File: src/hdl/vls_defs.svh
// Width macros for the vector load/store sequencer: vector length, address, store bus, index

`ifndef VLS_DEFS_SVH
`define VLS_DEFS_SVH

// Vector register length in bits
`define VLS_VLEN 128

// Memory address width
`define VLS_ADDR_WIDTH 40

// Store data bus width
`define VLS_ST_DATA_WIDTH 128

// Byte enable covers one element of up to 64 bits
`define VLS_BYTEN_WIDTH 8

// Signed byte stride for strided accesses
`define VLS_STRIDE_WIDTH 32

// Element index, 0 to VLEN/8-1
`define VLS_ELEM_IDX_WIDTH 4

// Vector length, 0 to VLEN/8 inclusive
`define VLS_VL_WIDTH 5

`endif

File: src/hdl/vls_isa_pkg.sv
// Instruction-level types: addressing modes, element widths, register and length types

`include "vls_defs.svh"

package vls_isa_pkg;

   typedef enum logic [1:0] {
      VLS_MODE_UNIT    = 2'd0,
      VLS_MODE_STRIDED = 2'd1,
      VLS_MODE_INDEXED = 2'd2
   } vls_mode_e;

   // Encoded as log2 of the element size in bytes
   typedef enum logic [1:0] {
      VLS_EEW_8  = 2'd0,
      VLS_EEW_16 = 2'd1,
      VLS_EEW_32 = 2'd2,
      VLS_EEW_64 = 2'd3
   } vls_eew_e;

   typedef logic [`VLS_VLEN-1:0]           vreg_t;
   typedef logic [`VLS_VL_WIDTH-1:0]       vl_t;
   typedef logic [`VLS_ELEM_IDX_WIDTH-1:0] elem_idx_t;
   typedef logic signed [`VLS_STRIDE_WIDTH-1:0] stride_t;

   // Element idx of a vector register at width eew, zero-extended to 64 bits
   function automatic logic [63:0] elem_field(vreg_t vreg, vls_eew_e eew, elem_idx_t idx);
      logic [63:0] field;
      case (eew)
         VLS_EEW_8:  field = 64'(vreg[8*idx +: 8]);
         VLS_EEW_16: field = 64'(vreg[16*idx[2:0] +: 16]);
         VLS_EEW_32: field = 64'(vreg[32*idx[1:0] +: 32]);
         default:    field = vreg[64*idx[0] +: 64];
      endcase
      return field;
   endfunction

endpackage

File: src/hdl/vls_mem_pkg.sv
// Memory request types: address, byte enable and store data bus

`include "vls_defs.svh"

package vls_mem_pkg;

   // Request address, wraps modulo 2^ADDR_WIDTH
   typedef logic [`VLS_ADDR_WIDTH-1:0] addr_t;

   // One bit per byte of a single element
   typedef logic [`VLS_BYTEN_WIDTH-1:0] byten_t;

   // Element data replicated across the whole bus
   typedef logic [`VLS_ST_DATA_WIDTH-1:0] st_data_t;

endpackage

File: src/hdl/vls_agu.sv
// Address generation for unit-stride, strided and indexed element accesses

`timescale 1ns/1ps

`include "vls_defs.svh"

module vls_agu (
   input  logic                   i_clk,
   input  logic                   i_reset_n,
   input  logic                   i_vld,
   input  vls_isa_pkg::vls_mode_e i_mode,
   input  vls_isa_pkg::vls_eew_e  i_eew,
   input  vls_mem_pkg::addr_t     i_base,
   input  vls_isa_pkg::stride_t   i_stride,
   input  vls_isa_pkg::vreg_t     i_vs2,
   input  vls_isa_pkg::elem_idx_t i_elem_idx,
   output vls_mem_pkg::addr_t     o_addr
);

   vls_mem_pkg::addr_t stride_ext;
   vls_mem_pkg::addr_t elem_idx_ext;
   vls_mem_pkg::addr_t offset;

   // Sign-extend stride so the unsigned product wraps correctly
   assign stride_ext = {{(`VLS_ADDR_WIDTH-`VLS_STRIDE_WIDTH){i_stride[`VLS_STRIDE_WIDTH-1]}},
                        i_stride};
   assign elem_idx_ext = vls_mem_pkg::addr_t'(i_elem_idx);

   always_comb begin
      case (i_mode)
         vls_isa_pkg::VLS_MODE_UNIT: begin
            offset = elem_idx_ext << i_eew;
         end
         vls_isa_pkg::VLS_MODE_STRIDED: begin
            offset = stride_ext * elem_idx_ext;
         end
         vls_isa_pkg::VLS_MODE_INDEXED: begin
            // Index field is zero-extended, upper bits of a 64-bit index drop
            offset = vls_mem_pkg::addr_t'(vls_isa_pkg::elem_field(i_vs2, i_eew, i_elem_idx));
         end
         default: begin
            offset = '0;
         end
      endcase
   end

   assign o_addr = i_base + offset;

   // Mode is decoded upstream; the spare encoding never reaches memory
   a_mode_legal: assert property (@(posedge i_clk) disable iff (!i_reset_n)
      i_vld |-> i_mode inside {vls_isa_pkg::VLS_MODE_UNIT, vls_isa_pkg::VLS_MODE_STRIDED,
                               vls_isa_pkg::VLS_MODE_INDEXED});

endmodule

File: src/hdl/vls_elem_data.sv
// Store element extraction, bus replication and size byte-enable generation

`timescale 1ns/1ps

`include "vls_defs.svh"

module vls_elem_data (
   input  logic                   i_clk,
   input  logic                   i_reset_n,
   input  vls_isa_pkg::vls_eew_e  i_eew,
   input  vls_isa_pkg::vreg_t     i_vs3,
   input  vls_isa_pkg::elem_idx_t i_elem_idx,
   input  logic                   i_elem_active,
   output vls_mem_pkg::byten_t    o_byten,
   output vls_mem_pkg::st_data_t  o_store_data
);

   logic [63:0]         elem;
   vls_mem_pkg::byten_t size_byten;

   assign elem = vls_isa_pkg::elem_field(i_vs3, i_eew, i_elem_idx);

   // Same element in every lane so memory can pick any byte offset
   always_comb begin
      case (i_eew)
         vls_isa_pkg::VLS_EEW_8: begin
            size_byten   = 8'h01;
            o_store_data = {(`VLS_ST_DATA_WIDTH/8){elem[7:0]}};
         end
         vls_isa_pkg::VLS_EEW_16: begin
            size_byten   = 8'h03;
            o_store_data = {(`VLS_ST_DATA_WIDTH/16){elem[15:0]}};
         end
         vls_isa_pkg::VLS_EEW_32: begin
            size_byten   = 8'h0f;
            o_store_data = {(`VLS_ST_DATA_WIDTH/32){elem[31:0]}};
         end
         default: begin
            size_byten   = 8'hff;
            o_store_data = {(`VLS_ST_DATA_WIDTH/64){elem[63:0]}};
         end
      endcase
   end

   // Masked-off element still issues, with no bytes enabled
   assign o_byten = i_elem_active ? size_byten : '0;

   a_byten_contiguous: assert property (@(posedge i_clk) disable iff (!i_reset_n)
      (o_byten & vls_mem_pkg::byten_t'(o_byten + 1'b1)) == '0);

endmodule

File: src/hdl/vls_seq.sv
// Element sequencer: instruction capture, element counter, mask bit select, last flag

`timescale 1ns/1ps

`include "vls_defs.svh"

module vls_seq (
   input  logic                   i_clk,
   input  logic                   i_reset_n,
   input  logic                   i_start,
   input  vls_isa_pkg::vls_mode_e i_mode,
   input  vls_isa_pkg::vls_eew_e  i_eew,
   input  vls_isa_pkg::vl_t       i_vl,
   input  logic                   i_vm,
   input  logic                   i_store,
   input  vls_mem_pkg::addr_t     i_base,
   input  vls_isa_pkg::stride_t   i_stride,
   input  vls_isa_pkg::vreg_t     i_vmask,
   input  vls_isa_pkg::vreg_t     i_vs2,
   input  vls_isa_pkg::vreg_t     i_vs3,
   input  logic                   i_mem_rtr,
   output logic                   o_busy,
   output logic                   o_mem_vld,
   output logic                   o_mem_last,
   output vls_isa_pkg::elem_idx_t o_elem_idx,
   output logic                   o_elem_active,
   output logic                   o_store,
   output vls_isa_pkg::vls_mode_e o_mode,
   output vls_isa_pkg::vls_eew_e  o_eew,
   output vls_mem_pkg::addr_t     o_base,
   output vls_isa_pkg::stride_t   o_stride,
   output vls_isa_pkg::vreg_t     o_vs2,
   output vls_isa_pkg::vreg_t     o_vs3
);

   typedef enum logic {
      ST_IDLE,
      ST_ISSUE
   } state_e;

   state_e                 state_q;
   vls_isa_pkg::elem_idx_t elem_idx_q;
   vls_isa_pkg::elem_idx_t last_idx_q;
   vls_isa_pkg::vl_t       elem_cap;
   vls_isa_pkg::vl_t       elem_cnt;
   logic                   start_acc;
   logic                   vm_q;
   // Only one mask bit per possible element is needed
   logic [`VLS_VLEN/8-1:0] vmask_q;

   // Register holds 16, 8, 4 or 2 elements
   assign elem_cap  = vls_isa_pkg::vl_t'(`VLS_VLEN/8) >> i_eew;
   assign elem_cnt  = (i_vl < elem_cap) ? i_vl : elem_cap;
   assign start_acc = i_start && (state_q == ST_IDLE) && (elem_cnt != '0);

   always_ff @(posedge i_clk) begin
      if (!i_reset_n) begin
         state_q    <= ST_IDLE;
         elem_idx_q <= '0;
      end else begin
         case (state_q)
            ST_IDLE: begin
               if (start_acc) begin
                  state_q    <= ST_ISSUE;
                  elem_idx_q <= '0;
               end
            end
            default: begin
               // Hold the element until memory takes it
               if (i_mem_rtr) begin
                  if (o_mem_last) begin
                     state_q <= ST_IDLE;
                  end else begin
                     elem_idx_q <= elem_idx_q + 1'b1;
                  end
               end
            end
         endcase
      end
   end

   // Instruction fields stay constant for the whole instruction
   always_ff @(posedge i_clk) begin
      if (start_acc) begin
         last_idx_q <= vls_isa_pkg::elem_idx_t'(elem_cnt - 1'b1);
         vm_q       <= i_vm;
         vmask_q    <= i_vmask[`VLS_VLEN/8-1:0];
         o_store    <= i_store;
         o_mode     <= i_mode;
         o_eew      <= i_eew;
         o_base     <= i_base;
         o_stride   <= i_stride;
         o_vs2      <= i_vs2;
         o_vs3      <= i_vs3;
      end
   end

   assign o_busy        = (state_q == ST_ISSUE);
   assign o_mem_vld     = (state_q == ST_ISSUE);
   assign o_mem_last    = o_mem_vld && (elem_idx_q == last_idx_q);
   assign o_elem_idx    = elem_idx_q;
   assign o_elem_active = vm_q || vmask_q[elem_idx_q];

   // A start while busy must not restart the running instruction
   a_start_ignored_busy: assert property (@(posedge i_clk) disable iff (!i_reset_n)
      o_busy && i_start && !i_mem_rtr |=> o_busy && $stable(elem_idx_q) && $stable(last_idx_q));

   a_idx_in_range: assert property (@(posedge i_clk) disable iff (!i_reset_n)
      o_mem_vld |-> elem_idx_q <= last_idx_q);

endmodule

File: src/hdl/vls_top.sv
// Top level of the vector load/store sequencer: sequencer, AGU and store data path

`timescale 1ns/1ps

module vls_top (
   input  logic                   i_clk,
   input  logic                   i_reset_n,
   input  logic                   i_start,
   input  vls_isa_pkg::vls_mode_e i_mode,
   input  vls_isa_pkg::vls_eew_e  i_eew,
   input  vls_isa_pkg::vl_t       i_vl,
   input  logic                   i_vm,
   input  logic                   i_store,
   input  vls_mem_pkg::addr_t     i_base,
   input  vls_isa_pkg::stride_t   i_stride,
   input  vls_isa_pkg::vreg_t     i_vmask,
   input  vls_isa_pkg::vreg_t     i_vs2,
   input  vls_isa_pkg::vreg_t     i_vs3,
   input  logic                   i_mem_rtr,
   output logic                   o_busy,
   output logic                   o_mem_vld,
   output vls_mem_pkg::addr_t     o_mem_addr,
   output vls_mem_pkg::byten_t    o_mem_byten,
   output vls_mem_pkg::st_data_t  o_mem_store_data,
   output logic                   o_mem_store,
   output vls_isa_pkg::elem_idx_t o_mem_elem_idx,
   output logic                   o_mem_last
);

   logic                   elem_active;
   vls_isa_pkg::vls_mode_e mode_q;
   vls_isa_pkg::vls_eew_e  eew_q;
   vls_mem_pkg::addr_t     base_q;
   vls_isa_pkg::stride_t   stride_q;
   vls_isa_pkg::vreg_t     vs2_q;
   vls_isa_pkg::vreg_t     vs3_q;

   vls_seq vls_seq_inst (
      .i_clk         (i_clk),
      .i_reset_n     (i_reset_n),
      .i_start       (i_start),
      .i_mode        (i_mode),
      .i_eew         (i_eew),
      .i_vl          (i_vl),
      .i_vm          (i_vm),
      .i_store       (i_store),
      .i_base        (i_base),
      .i_stride      (i_stride),
      .i_vmask       (i_vmask),
      .i_vs2         (i_vs2),
      .i_vs3         (i_vs3),
      .i_mem_rtr     (i_mem_rtr),
      .o_busy        (o_busy),
      .o_mem_vld     (o_mem_vld),
      .o_mem_last    (o_mem_last),
      .o_elem_idx    (o_mem_elem_idx),
      .o_elem_active (elem_active),
      .o_store       (o_mem_store),
      .o_mode        (mode_q),
      .o_eew         (eew_q),
      .o_base        (base_q),
      .o_stride      (stride_q),
      .o_vs2         (vs2_q),
      .o_vs3         (vs3_q)
   );

   vls_agu vls_agu_inst (
      .i_clk      (i_clk),
      .i_reset_n  (i_reset_n),
      .i_vld      (o_mem_vld),
      .i_mode     (mode_q),
      .i_eew      (eew_q),
      .i_base     (base_q),
      .i_stride   (stride_q),
      .i_vs2      (vs2_q),
      .i_elem_idx (o_mem_elem_idx),
      .o_addr     (o_mem_addr)
   );

   vls_elem_data vls_elem_data_inst (
      .i_clk         (i_clk),
      .i_reset_n     (i_reset_n),
      .i_eew         (eew_q),
      .i_vs3         (vs3_q),
      .i_elem_idx    (o_mem_elem_idx),
      .i_elem_active (elem_active),
      .o_byten       (o_mem_byten),
      .o_store_data  (o_mem_store_data)
   );

endmodule

File: config.mk
export PLATFORM = sky130hd
export DESIGN_NAME = vls_top
export DESIGN_NICKNAME = d
export VERILOG_FILES = /design/src/hdl/vls_isa_pkg.sv /design/src/hdl/vls_mem_pkg.sv /design/src/hdl/vls_agu.sv /design/src/hdl/vls_elem_data.sv /design/src/hdl/vls_seq.sv /design/src/hdl/vls_top.sv
export VERILOG_INCLUDE_DIRS = /design/src /design/src/hdl
export SDC_FILE = /design/constraint.sdc
export NUM_CORES = 1
export LEC_CHECK = 0
export BUFFER_PORTS_ARGS = -buffer_cell sky130_fd_sc_hd__buf_4
export CORE_AREA = 2 2 256 258
export DETAILED_ROUTE_END_ITERATION = 16
export DIE_AREA = 0 0 258 260
export GPL_ROUTABILITY_DRIVEN = 0
export PLACE_DENSITY = 0.63
export SETUP_SLACK_MARGIN = 0.05
export SLEW_MARGIN = 20
export SYNTH_ARGS = -nofsm -noshare
export SYNTH_HDL_FRONTEND = slang
export SYNTH_SLANG_ARGS = --single-unit
File: constraint.sdc
create_clock -name i_clk -period 18.3 [get_ports i_clk]
set_clock_uncertainty 0.15 [all_clocks]
set_input_delay 2.745 -clock i_clk [delete_from_list [all_inputs] [get_ports i_clk]]
set_output_delay 2.745 -clock i_clk [all_outputs]
set_load 0.01 [all_outputs]
==> results.sh, run 1 <==
export IMPL_status="completed"
export IMPL_syn_inst=2164
export IMPL_clockBufferDepth=3
export IMPL_clk_latency_ns=0.61
export IMPL_ir_drop_v=0.00007248
export IMPL_vias=20390
export IMPL_synth_commonest_cells="edfxtp_1, mux4_2, inv_1, a21oi_1, nand2_1"
export IMPL_post_route_period_util_pct=61.68
export IMPL_async_reset_ff_share_pct=0
export IMPL_coreArea_um2=64120
export IMPL_critPathMaxFanout=58
export IMPL_hold_path_end="vls_seq_inst.o_busy$_SDFF_PN0_"
export IMPL_grt_total_usage_pct=26.23
export IMPL_synth_adder_area_share_pct=9.014
export IMPL_antenna_found_initial=7
export IMPL_port_buffer_count=542
export IMPL_power_density_nw_per_um2=78.67
export IMPL_r2r_slack_ns=14.31
export IMPL_cp_start_kind="register"
export IMPL_synth_top_area_cell="edfxtp_1"
export IMPL_fin_tns_setup_ns=0
export IMPL_synth_compound_area_share_pct=11.41
export IMPL_setup_viol=0
export IMPL_htree_levels=2
export IMPL_wire_per_inst_um=25.66
export IMPL_dieWidth_um=258
export IMPL_drtPass1Iterations=7
export IMPL_critPathKind="register to output pin"
export IMPL_hp_class="register to register"
export IMPL_die_area_um2=67080
export IMPL_nFillCells=5609
export IMPL_post_route_drc_count=0
export IMPL_die_y_um=260
export IMPL_cts_buffers=44
export IMPL_synth_cell_types=68
export IMPL_synth_edf_count=354
export IMPL_fin_nets=3214
export IMPL_syn2layout_area_growth_pct=21.70
export IMPL_timing_rr_start="vls_seq_inst.o_busy$_SDFF_PN0_"
export IMPL_synthMuxAreaShare_pct=21.96
export IMPL_post_place_ws_ns=7.574
export IMPL_syn_mean_instance_area_um2=12.20
export IMPL_syn_num_nets=2785
export IMPL_yosysMostFrequentCell="edfxtp_1"
export IMPL_reg2reg_depth=4
export IMPL_rsz0062_at_grt="false"
export IMPL_drt_iter0_markers=1911
export IMPL_cts_resized=0
export IMPL_power_static_leakage_nw=12.49
export IMPL_use_met3_pct=5.468
export IMPL_io_pins=655
export IMPL_busiest_layer="met2"
export IMPL_synth_area_um2=26400
export IMPL_hold_depth=2
export IMPL_cts_root_buffer="clkbuf_16"
export IMPL_synth_top_family_by_area="multiplexers"
export IMPL_drive_above_1_share_pct=32.98
export IMPL_slew_violations=0
export IMPL_grt_pass1_vias=20450
export IMPL_grt_max_degree=150
export IMPL_cts_post_setup_buffers_inserted=0
export IMPL_cts_num_sinks=359
export IMPL_synth_xor_area_share_pct=2.355
export IMPL_vias_per_cell=5.847
export IMPL_max_freq_mhz=88.59
export IMPL_synth_area_leaders="edfxtp_1, mux4_2, fa_1"
export IMPL_timing_rr_end="vls_seq_inst.o_store$_DFFE_PP_"
export IMPL_synth_top_area_share_pct=40.27
export IMPL_dp_hpwl_mm=67.90
export IMPL_max_cap_viol_count=0
export IMPL_min_from="vls_seq_inst.o_busy$_SDFF_PN0_"
export IMPL_layout_setup_ws_ns=7.012
export IMPL_synth_seq_area_share_pct=40.64
export IMPL_grt_overflow_total=0
export IMPL_postRouteAntennaNets=0
export IMPL_initial_core_util_pct=41.18
export IMPL_max_slew_margin_pct=26.43
export IMPL_rows=93
export IMPL_synthSimpleGateAreaFrac_pct=7.943
export IMPL_worstSetupEndpointType="output pin"
export IMPL_synth_ff_latch_count=359
export IMPL_use_met1_pct=33.22
export IMPL_cts_tree="built"
export IMPL_cts_hold_fix_buffers=0
export IMPL_crit_arrival_ns=8.39
export IMPL_final_hold_viol_count=0
export IMPL_use_met2_pct=44.59
export IMPL_fin_crit_ns=11.29
export IMPL_cts_reportedPaths_clkPinSlew_ns=0.06
export IMPL_cp_required_ns=15.41
export IMPL_grt_pass1_wl_mm=131.5
export IMPL_synth_ff_type="edfxtp_1"
export IMPL_synth_warning_count=0
export IMPL_drt_wl_total_mm=89.49
export IMPL_worst_pin_slew_ns=1.103
[flip-flops by register name (all words and copies together), names as in the netlist]
signal / cells
vls_seq_inst.o_vs2: 128
vls_seq_inst.o_base: 40
vls_seq_inst.o_mode: 2
vls_seq_inst.vm_q: 1
vls_seq_inst.last_idx_q: 4
vls_seq_inst.o_stride: 32
vls_seq_inst.o_elem_idx: 4
vls_seq_inst.vmask_q: 16
vls_seq_inst.o_store: 1
vls_seq_inst.o_vs3: 128
vls_seq_inst.o_eew: 2
vls_seq_inst.o_busy: 1
[worst max-delay path by stage]
stage / start / end / slack (ns) / cells past startpoint
detailed placement: vls_seq_inst.o_elem_idx[1]$_SDFFE_PN0P_ / o_mem_addr[33] / 7.57 / 19
floorplan: i_eew[0] / vls_seq_inst.last_idx_q[0]$_DFFE_PP_ / 6.30 / 11
CTS: vls_seq_inst.o_elem_idx[1]$_SDFFE_PN0P_ / o_mem_addr[33] / 6.89 / 19
global route: vls_seq_inst.o_elem_idx[1]$_SDFFE_PN0P_ / o_mem_addr[33] / 6.44 / 19
finish: vls_seq_inst.o_elem_idx[1]$_SDFFE_PN0P_ / o_mem_addr[38] / 7.01 / 19
global placement: vls_seq_inst.o_elem_idx[1]$_SDFFE_PN0P_ / o_mem_addr[33] / 7.69 / 19
[kinds of logic (layout without fill, tap and decap cells)]
kind of cell / Yosys count / after routing
flip-flops: 359 / 359
buffers and inverters: 347 / 812
XOR/XNOR: 71 / 71
other: 0 / 3
AO/OA/AOI/OAI: 476 / 476
AND/OR/NAND/NOR: 431 / 431
multiplexers: 330 / 330
adder cells (fa/ha/maj): 150 / 150
[where the power goes]
group | switching [mW] | internal [mW] | leakage, nW
Clock | 0.381 | 0.520 | 0.702
Combinational | 0.304 | 0.275 | 8.37
Sequential | 0.0615 | 0.986 | 3.42
Total | 0.746 | 1.78 | 12.5
[placed cells by master, fill, tap and decap left out, drive strengths merged, types with 14 or more instances in the layout]
master,synthesis,layout
xor2,35,35
nor2b,18,18
a21o,44,44
edfxtp,354,354
fa,67,67
nand2b,14,14
ha,83,83
a21oi,139,139
buf,143,574
clkbuf,48,51
nor3,15,15
a211oi,18,18
mux2i,115,115
o21bai,15,15
inv,156,160
clkinv,0,16
a31oi,15,15
nand3,15,15
nor2,101,101
o21ai,119,119
and2,97,97
mux4,195,195
mux2,20,20
nand2,130,130
o21a,14,14
xnor2,36,36
[worst max-delay path: stages, from the launching register on]
cell and delay, ns:
dfxtp_4 0.53, buf_4 0.70, buf_4 0.81, buf_4 0.80, mux4_1 0.63, mux4_2 0.46, o21ai_0 0.43, mux4_2 0.36
o22ai_1 0.12, ha_1 0.35, o21a_1 0.18, o31a_1 0.12, o31a_1 0.38, a311oi_1 0.52, a21o_1 0.20, nand2_1 0.19
a21oi_1 0.36, o211ai_1 0.17, xor2_1 0.17, buf_4 0.15
[layout make-up]
type | count | area, um^2 | area share, %
Multi-Input combinational cell | 1458 | 13920 | 43.33
Sequential cell | 359 | 10740 | 33.44
Timing Repair Buffer | 574 | 4309 | 13.41
Clock buffer | 51 | 1127 | 3.509
Tap cell | 855 | 1070 | 3.330
Inverter | 156 | 593.1 | 1.846
Clock inverter | 31 | 359.1 | 1.118
Antenna cell | 3 | 7.507 | 0.02337
[layer usage]
layer / wire, um / up-vias
li1: - / 9028
met3: 7014 / 154
met5: 29 / -
met2: 44090 / 920
met1: 35340 / 10280
met4: 3013 / 4
[metrics by stage]
stage / utilization (%) / instances / total power [mW] / hold slack (ns) / cell area, um^2
3_5_place_dp: 47.78 / 3402 / 1.640 / 0.4565 / 30630
6_report: 50.11 / 3487 / 2.527 / 0.4584 / 32130
3_3_place_gp: 47.78 / 3402 / 1.630 / 0.4391 / 30630
2_1_floorplan: - / 2164 / 1.396 / 0.4178 / 26400
5_1_grt: 50.11 / 3486 / 2.617 / 0.5136 / 32130
4_1_cts: 50.10 / 3484 / 2.543 / 0.4644 / 32120
(Power assumes the default switching activity.)
==> run 2, diff against run 1 <==
Settings changed: CORE_AREA 2 2 256 258 to 2 2 257 259, DIE_AREA 0 0 258 260 to 0 0 259 261.
Clock period 18.3 ns to 10.9 ns, I/O delays scaled along.
==> results.sh, run 2 (synthesized netlist as in run 1, its figures left out) <==
export IMPL_rsz0062_at_grt="false"
export IMPL_syn2layout_area_growth_pct=22.12
export IMPL_port_buffer_count=542
export IMPL_finalPower_mw=4.338
export IMPL_final_hold_viol_count=0
export IMPL_wire_per_inst_um=25.57
export IMPL_cts_num_sinks=359
export IMPL_fin_cells=3491
export IMPL_clk_latency_ns=0.59
export IMPL_final_cell_area_um2=32240
export IMPL_max_cap_viol_count=0
export IMPL_worst_path_buf_inv=2
export IMPL_grt_max_degree=174
export IMPL_drt_iter0_markers=1889
export IMPL_critPathMaxFanout=61
export IMPL_grt_pass1_wl_mm=129.5
export IMPL_p_sw_share_pct=28.84
export IMPL_area_sequential_um2=10740
export IMPL_slew_violations=0
export IMPL_max_freq_mhz=105.4
export IMPL_cts_reportedPaths_clkPinSlew_ns=0.06
export IMPL_vias=20500
export IMPL_grt_total_usage_pct=25.78
export IMPL_vias_per_cell=5.873
export IMPL_power_density_nw_per_um2=134.5
export IMPL_fin_tns_setup_ns=0
export IMPL_cp_start_kind="register"
export IMPL_max_slew_margin_pct=21.76
export IMPL_cts_buffers=44
export IMPL_die_y_um=261
export IMPL_grt_overflow_total=0
export IMPL_drive_above_1_share_pct=33.09
export IMPL_final_common_cell="buf_4"
export IMPL_status="completed"
export IMPL_hold_slack_ns=0.4702
export IMPL_htree_levels=2
export IMPL_hp_class="register to register"
export IMPL_cts_tree="built"
export IMPL_power_switching_mw=1.251
export IMPL_antenna_found_initial=15
export IMPL_cts_hold_fix_buffers=0
export IMPL_nFillCells=5684
export IMPL_die_area_um2=67600
export IMPL_setup_viol=0
export IMPL_dp_cells=3407
export IMPL_cp_required_ns=9.12
export IMPL_initial_core_util_pct=40.59
export IMPL_worstSetupEndpointType="output pin"
export IMPL_fin_nets=3210
export IMPL_cts_post_setup_buffers_inserted=0
export IMPL_rows=94
export IMPL_crit_arrival_ns=7.71
export IMPL_cts_resized=0
export IMPL_dp_hpwl_mm=67.38
export IMPL_layout_common_cells="buf_4, edfxtp_1, mux4_2"
export IMPL_critPathKind="register to output pin"
export IMPL_clockBufferDepth=3
export IMPL_cts_root_buffer="clkbuf_16"
export IMPL_clockPowerShare_pct=36.9
export IMPL_fin_crit_ns=9.490
export IMPL_post_route_period_util_pct=87.07
export IMPL_pwr_share_seq_pct=40.6
export IMPL_drt_wl_total_mm=89.27
export IMPL_io_pins=655
export IMPL_dieWidth_um=259
export IMPL_critPathTopFamily="compound AO/OA/AOI/OAI gates"
export IMPL_top_regs="vls_seq_inst.o_vs2: 128 flops, vls_seq_inst.o_vs3: 128 flops, vls_seq_inst.o_base: 40 flops"
export IMPL_postRouteAntennaNets=0
export IMPL_dpl_cell_area_um2=30660
export IMPL_drtPass1Iterations=6
export IMPL_worst_pin_slew_ns=1.174
export IMPL_slowest_stage="a2111oi_0"
export IMPL_ir_drop_v=0.0001395
export IMPL_post_route_drc_count=0
export IMPL_grt_pass1_vias=20260
export IMPL_internal_power_mw=3.087
export IMPL_comb_power_share_pct=22.5
export IMPL_coreArea_um2=65040
export IMPL_multi_input_area_um2=13920
export IMPL_cp_slowest_stage_delay_ns=0.88
export IMPL_power_static_leakage_nw=12.54
==> run 2: changes by cell type in the layout (fill, tap and decap cells not counted), sizes merged <==
cell | previous run | this run
buf | 574 | 570
clkinv | 16 | 18
bufinv | 5 | 9
clkinvlp | 6 | 4
inv | 160 | 158
clkbuf | 51 | 47
diode | 3 | 4
==> run 2: worst reg2reg max path, cell delays in order (launching register included) <==
cell and delay (ns):
dfxtp_4 0.84, buf_12 0.58, xor2_1 0.26, nor4_1 0.62, nor2b_1 0.19, nand2_1 0.11, o21ai_0 0.10, a32oi_1 0.18
nor2b_1 0.07
==> run 2: worst paths after layout <==
check / endpoint / cells after the start / slack, ns / from
max: o_mem_addr[39] / 25 / 1.41 / vls_seq_inst.o_elem_idx[1]$_SDFFE_PN0P_
min: vls_seq_inst.o_busy$_SDFF_PN0_ / 2 / 0.47 / vls_seq_inst.o_busy$_SDFF_PN0_
max reg2reg: vls_seq_inst.o_elem_idx[0]$_SDFFE_PN0P_ / 8 / 7.69 / vls_seq_inst.o_elem_idx[1]$_SDFFE_PN0P_
min reg2reg: vls_seq_inst.o_busy$_SDFF_PN0_ / 2 / 0.47 / vls_seq_inst.o_busy$_SDFF_PN0_
==> run 2: layout make-up <==
cell class                      count  area share (%)
Clock buffer                       47           3.481
Timing Repair Buffer              570           13.43
Clock inverter                     33           1.385
Multi-Input combinational cell   1458           43.17
Inverter                          156           1.828
Tap cell                          864           3.353
Sequential cell                   359           33.32
Antenna cell                        4         0.03105
==> run 2: stage by stage <==
| step | worst slack [ns] | utilization [%] |
|---|---|---|
| global placement | 2.180 | 47.14 |
| floorplan | 1.684 | - |
| CTS | 1.420 | 49.56 |
| global route | 0.9894 | 49.57 |
| finish | 1.410 | 49.57 |
| detailed placement | 2.091 | 47.14 |
==> run 2: layer usage <==
layer  vias to the layer above  GRT usage [%]  part of all wire, %
met5                         -              0                 0.12
met4                        16          7.836                  2.9
met3                       139          5.623                  8.6
met2                      1014          43.47                   49
met1                     10300          33.35                   39
li1                       9033              -                    -
==> run 2: power by group through the flow <==
stage               Clock, mW  Combinational, mW  Sequential [mW]
floorplan                   0              0.576             1.76
global placement            0              0.963             1.78
detailed placement          0              0.975             1.78
CTS                      1.64              0.980             1.76
global route             1.69               1.04             1.77
finish                   1.60              0.976             1.76
==> run 3, diff against run 2 <==
Settings changed: CORE_AREA 2 2 257 259 to 2 2 255 257, CTS_CLUSTER_DIAMETER from default to 200, DIE_AREA 0 0 259 261 to 0 0 257 259, PLACE_DENSITY 0.63 to 0.66.
Clock period 10.9 ns to 8.4 ns, I/O delays scaled along.
==> results.sh, run 3 (synthesized netlist as in run 1, its figures left out) <==
export IMPL_io_pins=655
export IMPL_grt_pass1_wl_mm=133.4
export IMPL_post_route_drc_count=0
export IMPL_fin_tns_setup_ns=0
export IMPL_critPathMaxFanout=7
export IMPL_cp_slowest_stage_delay_ns=0.52
export IMPL_top_regs="vls_seq_inst.o_vs2: 128 flops, vls_seq_inst.o_vs3: 128 flops, vls_seq_inst.o_base: 40 flops"
export IMPL_cts_hold_fix_buffers=0
export IMPL_postRouteAntennaNets=0
export IMPL_antenna_found_initial=8
export IMPL_use_met3_pct=5.888
export IMPL_max_freq_mhz=122.7
export IMPL_hold_slack_ns=0.4586
export IMPL_slew_violations=0
export IMPL_slowest_stage="fa_1"
export IMPL_grt_pass1_vias=20460
export IMPL_worst_path_buf_inv=4
export IMPL_cts_buffers=45
export IMPL_ir_drop_v=0.0001814
export IMPL_post_route_period_util_pct=96.99
export IMPL_cp_required_ns=6.99
export IMPL_dp_hpwl_mm=70.67
export IMPL_syn2layout_area_growth_pct=24.41
export IMPL_use_met1_pct=35.07
export IMPL_cts_reportedPaths_clkPinSlew_ns=0.06
export IMPL_cp_start_kind="register"
export IMPL_use_met2_pct=44.61
export IMPL_fin_cells=3512
export IMPL_nFillCells=5459
export IMPL_initial_core_util_pct=41.33
export IMPL_grt_overflow_total=0
export IMPL_clk_latency_ns=0.59
export IMPL_htree_levels=2
export IMPL_wire_per_inst_um=26.45
export IMPL_max_slew_margin_pct=19.38
export IMPL_cts_root_buffer="clkbuf_16"
export IMPL_fin_nets=3242
export IMPL_final_hold_viol_count=0
export IMPL_crit_arrival_ns=6.74
export IMPL_rows=93
export IMPL_busiest_layer="met2"
export IMPL_area_sequential_um2=10750
export IMPL_port_buffer_count=542
export IMPL_vias_per_cell=5.877
export IMPL_drt_iter0_markers=2116
export IMPL_multi_input_area_um2=14280
export IMPL_power_density_nw_per_um2=172.4
export IMPL_setup_viol=0
export IMPL_drive_above_1_share_pct=35.63
export IMPL_cts_tree="built"
export IMPL_final_common_cell="buf_4"
export IMPL_dieWidth_um=257
export IMPL_critPathKind="register to output pin"
export IMPL_max_cap_viol_count=0
export IMPL_grt_max_degree=146
export IMPL_vias=20640
export IMPL_worst_pin_slew_ns=1.197
export IMPL_grt_total_usage_pct=26.93
export IMPL_clockBufferDepth=3
export IMPL_layout_common_cells="buf_4, edfxtp_1, mux4_2"
export IMPL_hp_class="register to register"
export IMPL_die_y_um=259
export IMPL_worstSetupEndpointType="output pin"
export IMPL_fin_crit_ns=8.147
export IMPL_die_area_um2=66560
export IMPL_dp_cells=3415
export IMPL_drt_wl_total_mm=92.90
export IMPL_status="completed"
export IMPL_drtPass1Iterations=7
export IMPL_critPathTopFamily="compound AO/OA/AOI/OAI gates"
export IMPL_power_static_leakage_nw=12.71
export IMPL_cts_num_sinks=359
export IMPL_coreArea_um2=63880
run 3: path summary, 6_finish.rpt:
kind | from | to | slack [ns] | cells past startpoint
max reg2reg | vls_seq_inst.o_busy$_SDFF_PN0_ | vls_seq_inst.o_vs3[61]$_DFFE_PP_ | 4.83 | 4
min | vls_seq_inst.o_busy$_SDFF_PN0_ | vls_seq_inst.o_busy$_SDFF_PN0_ | 0.46 | 2
max | vls_seq_inst.o_stride[16]$_DFFE_PP_ | o_mem_addr[39] | 0.25 | 25
min reg2reg | vls_seq_inst.o_busy$_SDFF_PN0_ | vls_seq_inst.o_busy$_SDFF_PN0_ | 0.46 | 2
run 3: tightest hold or removal path, cell delays in order, from the launching register on:
cell	delay [ns]
dfxtp_1	0.40
nand2_1	0.09
a21boi_0	0.07
run 3: per-stage QoR:
stage                     total power [mW]  setup WS (ns)  area [um^2]  util (%)
after CTS                            5.675        0.03856        32440     50.78
after global routing                 5.863       -0.06985        32840     51.41
final                                5.662         0.2532        32850     51.42
after global placement               3.584         0.5479        30820     48.25
after detailed placement             3.607         0.4815        30820     48.25
after floorplan                      3.028        -0.2605        26450         -
run 3: power by group:
part           switching [mW]  total (mW)  internal, mW
logic                   0.706        1.33         0.621
clock network           0.820        2.05          1.23
registers               0.133        2.28          2.15
total                    1.66        5.66          4.00
run 3: metal layers:
layer	share of wire [%]	wire length, um	vias up
li1	-	-	9074
met3	9.2	8519	170
met1	39	36480	10310
met2	48	44440	1077
met5	0.028	26	-
met4	3.7	3434	4
run 3: timing repair:
item	in CTS	in global routing
gates resized for setup	8	54
pin swaps	2	23
cloned	0	1
setup endpoints to repair	12	15
buffers inserted	3	10
run 3: cell type report:
| type | instances | share of cell area [%] |
|---|---|---|
| timing repair buffer | 601 | 14.03 |
| antenna | 2 | 0.01524 |
| clock buffer | 49 | 3.474 |
| clock inverter | 32 | 1.238 |
| inverter | 156 | 1.794 |
| tap | 855 | 3.257 |
| sequential | 359 | 32.71 |
| multi-input combinational | 1458 | 43.47 |
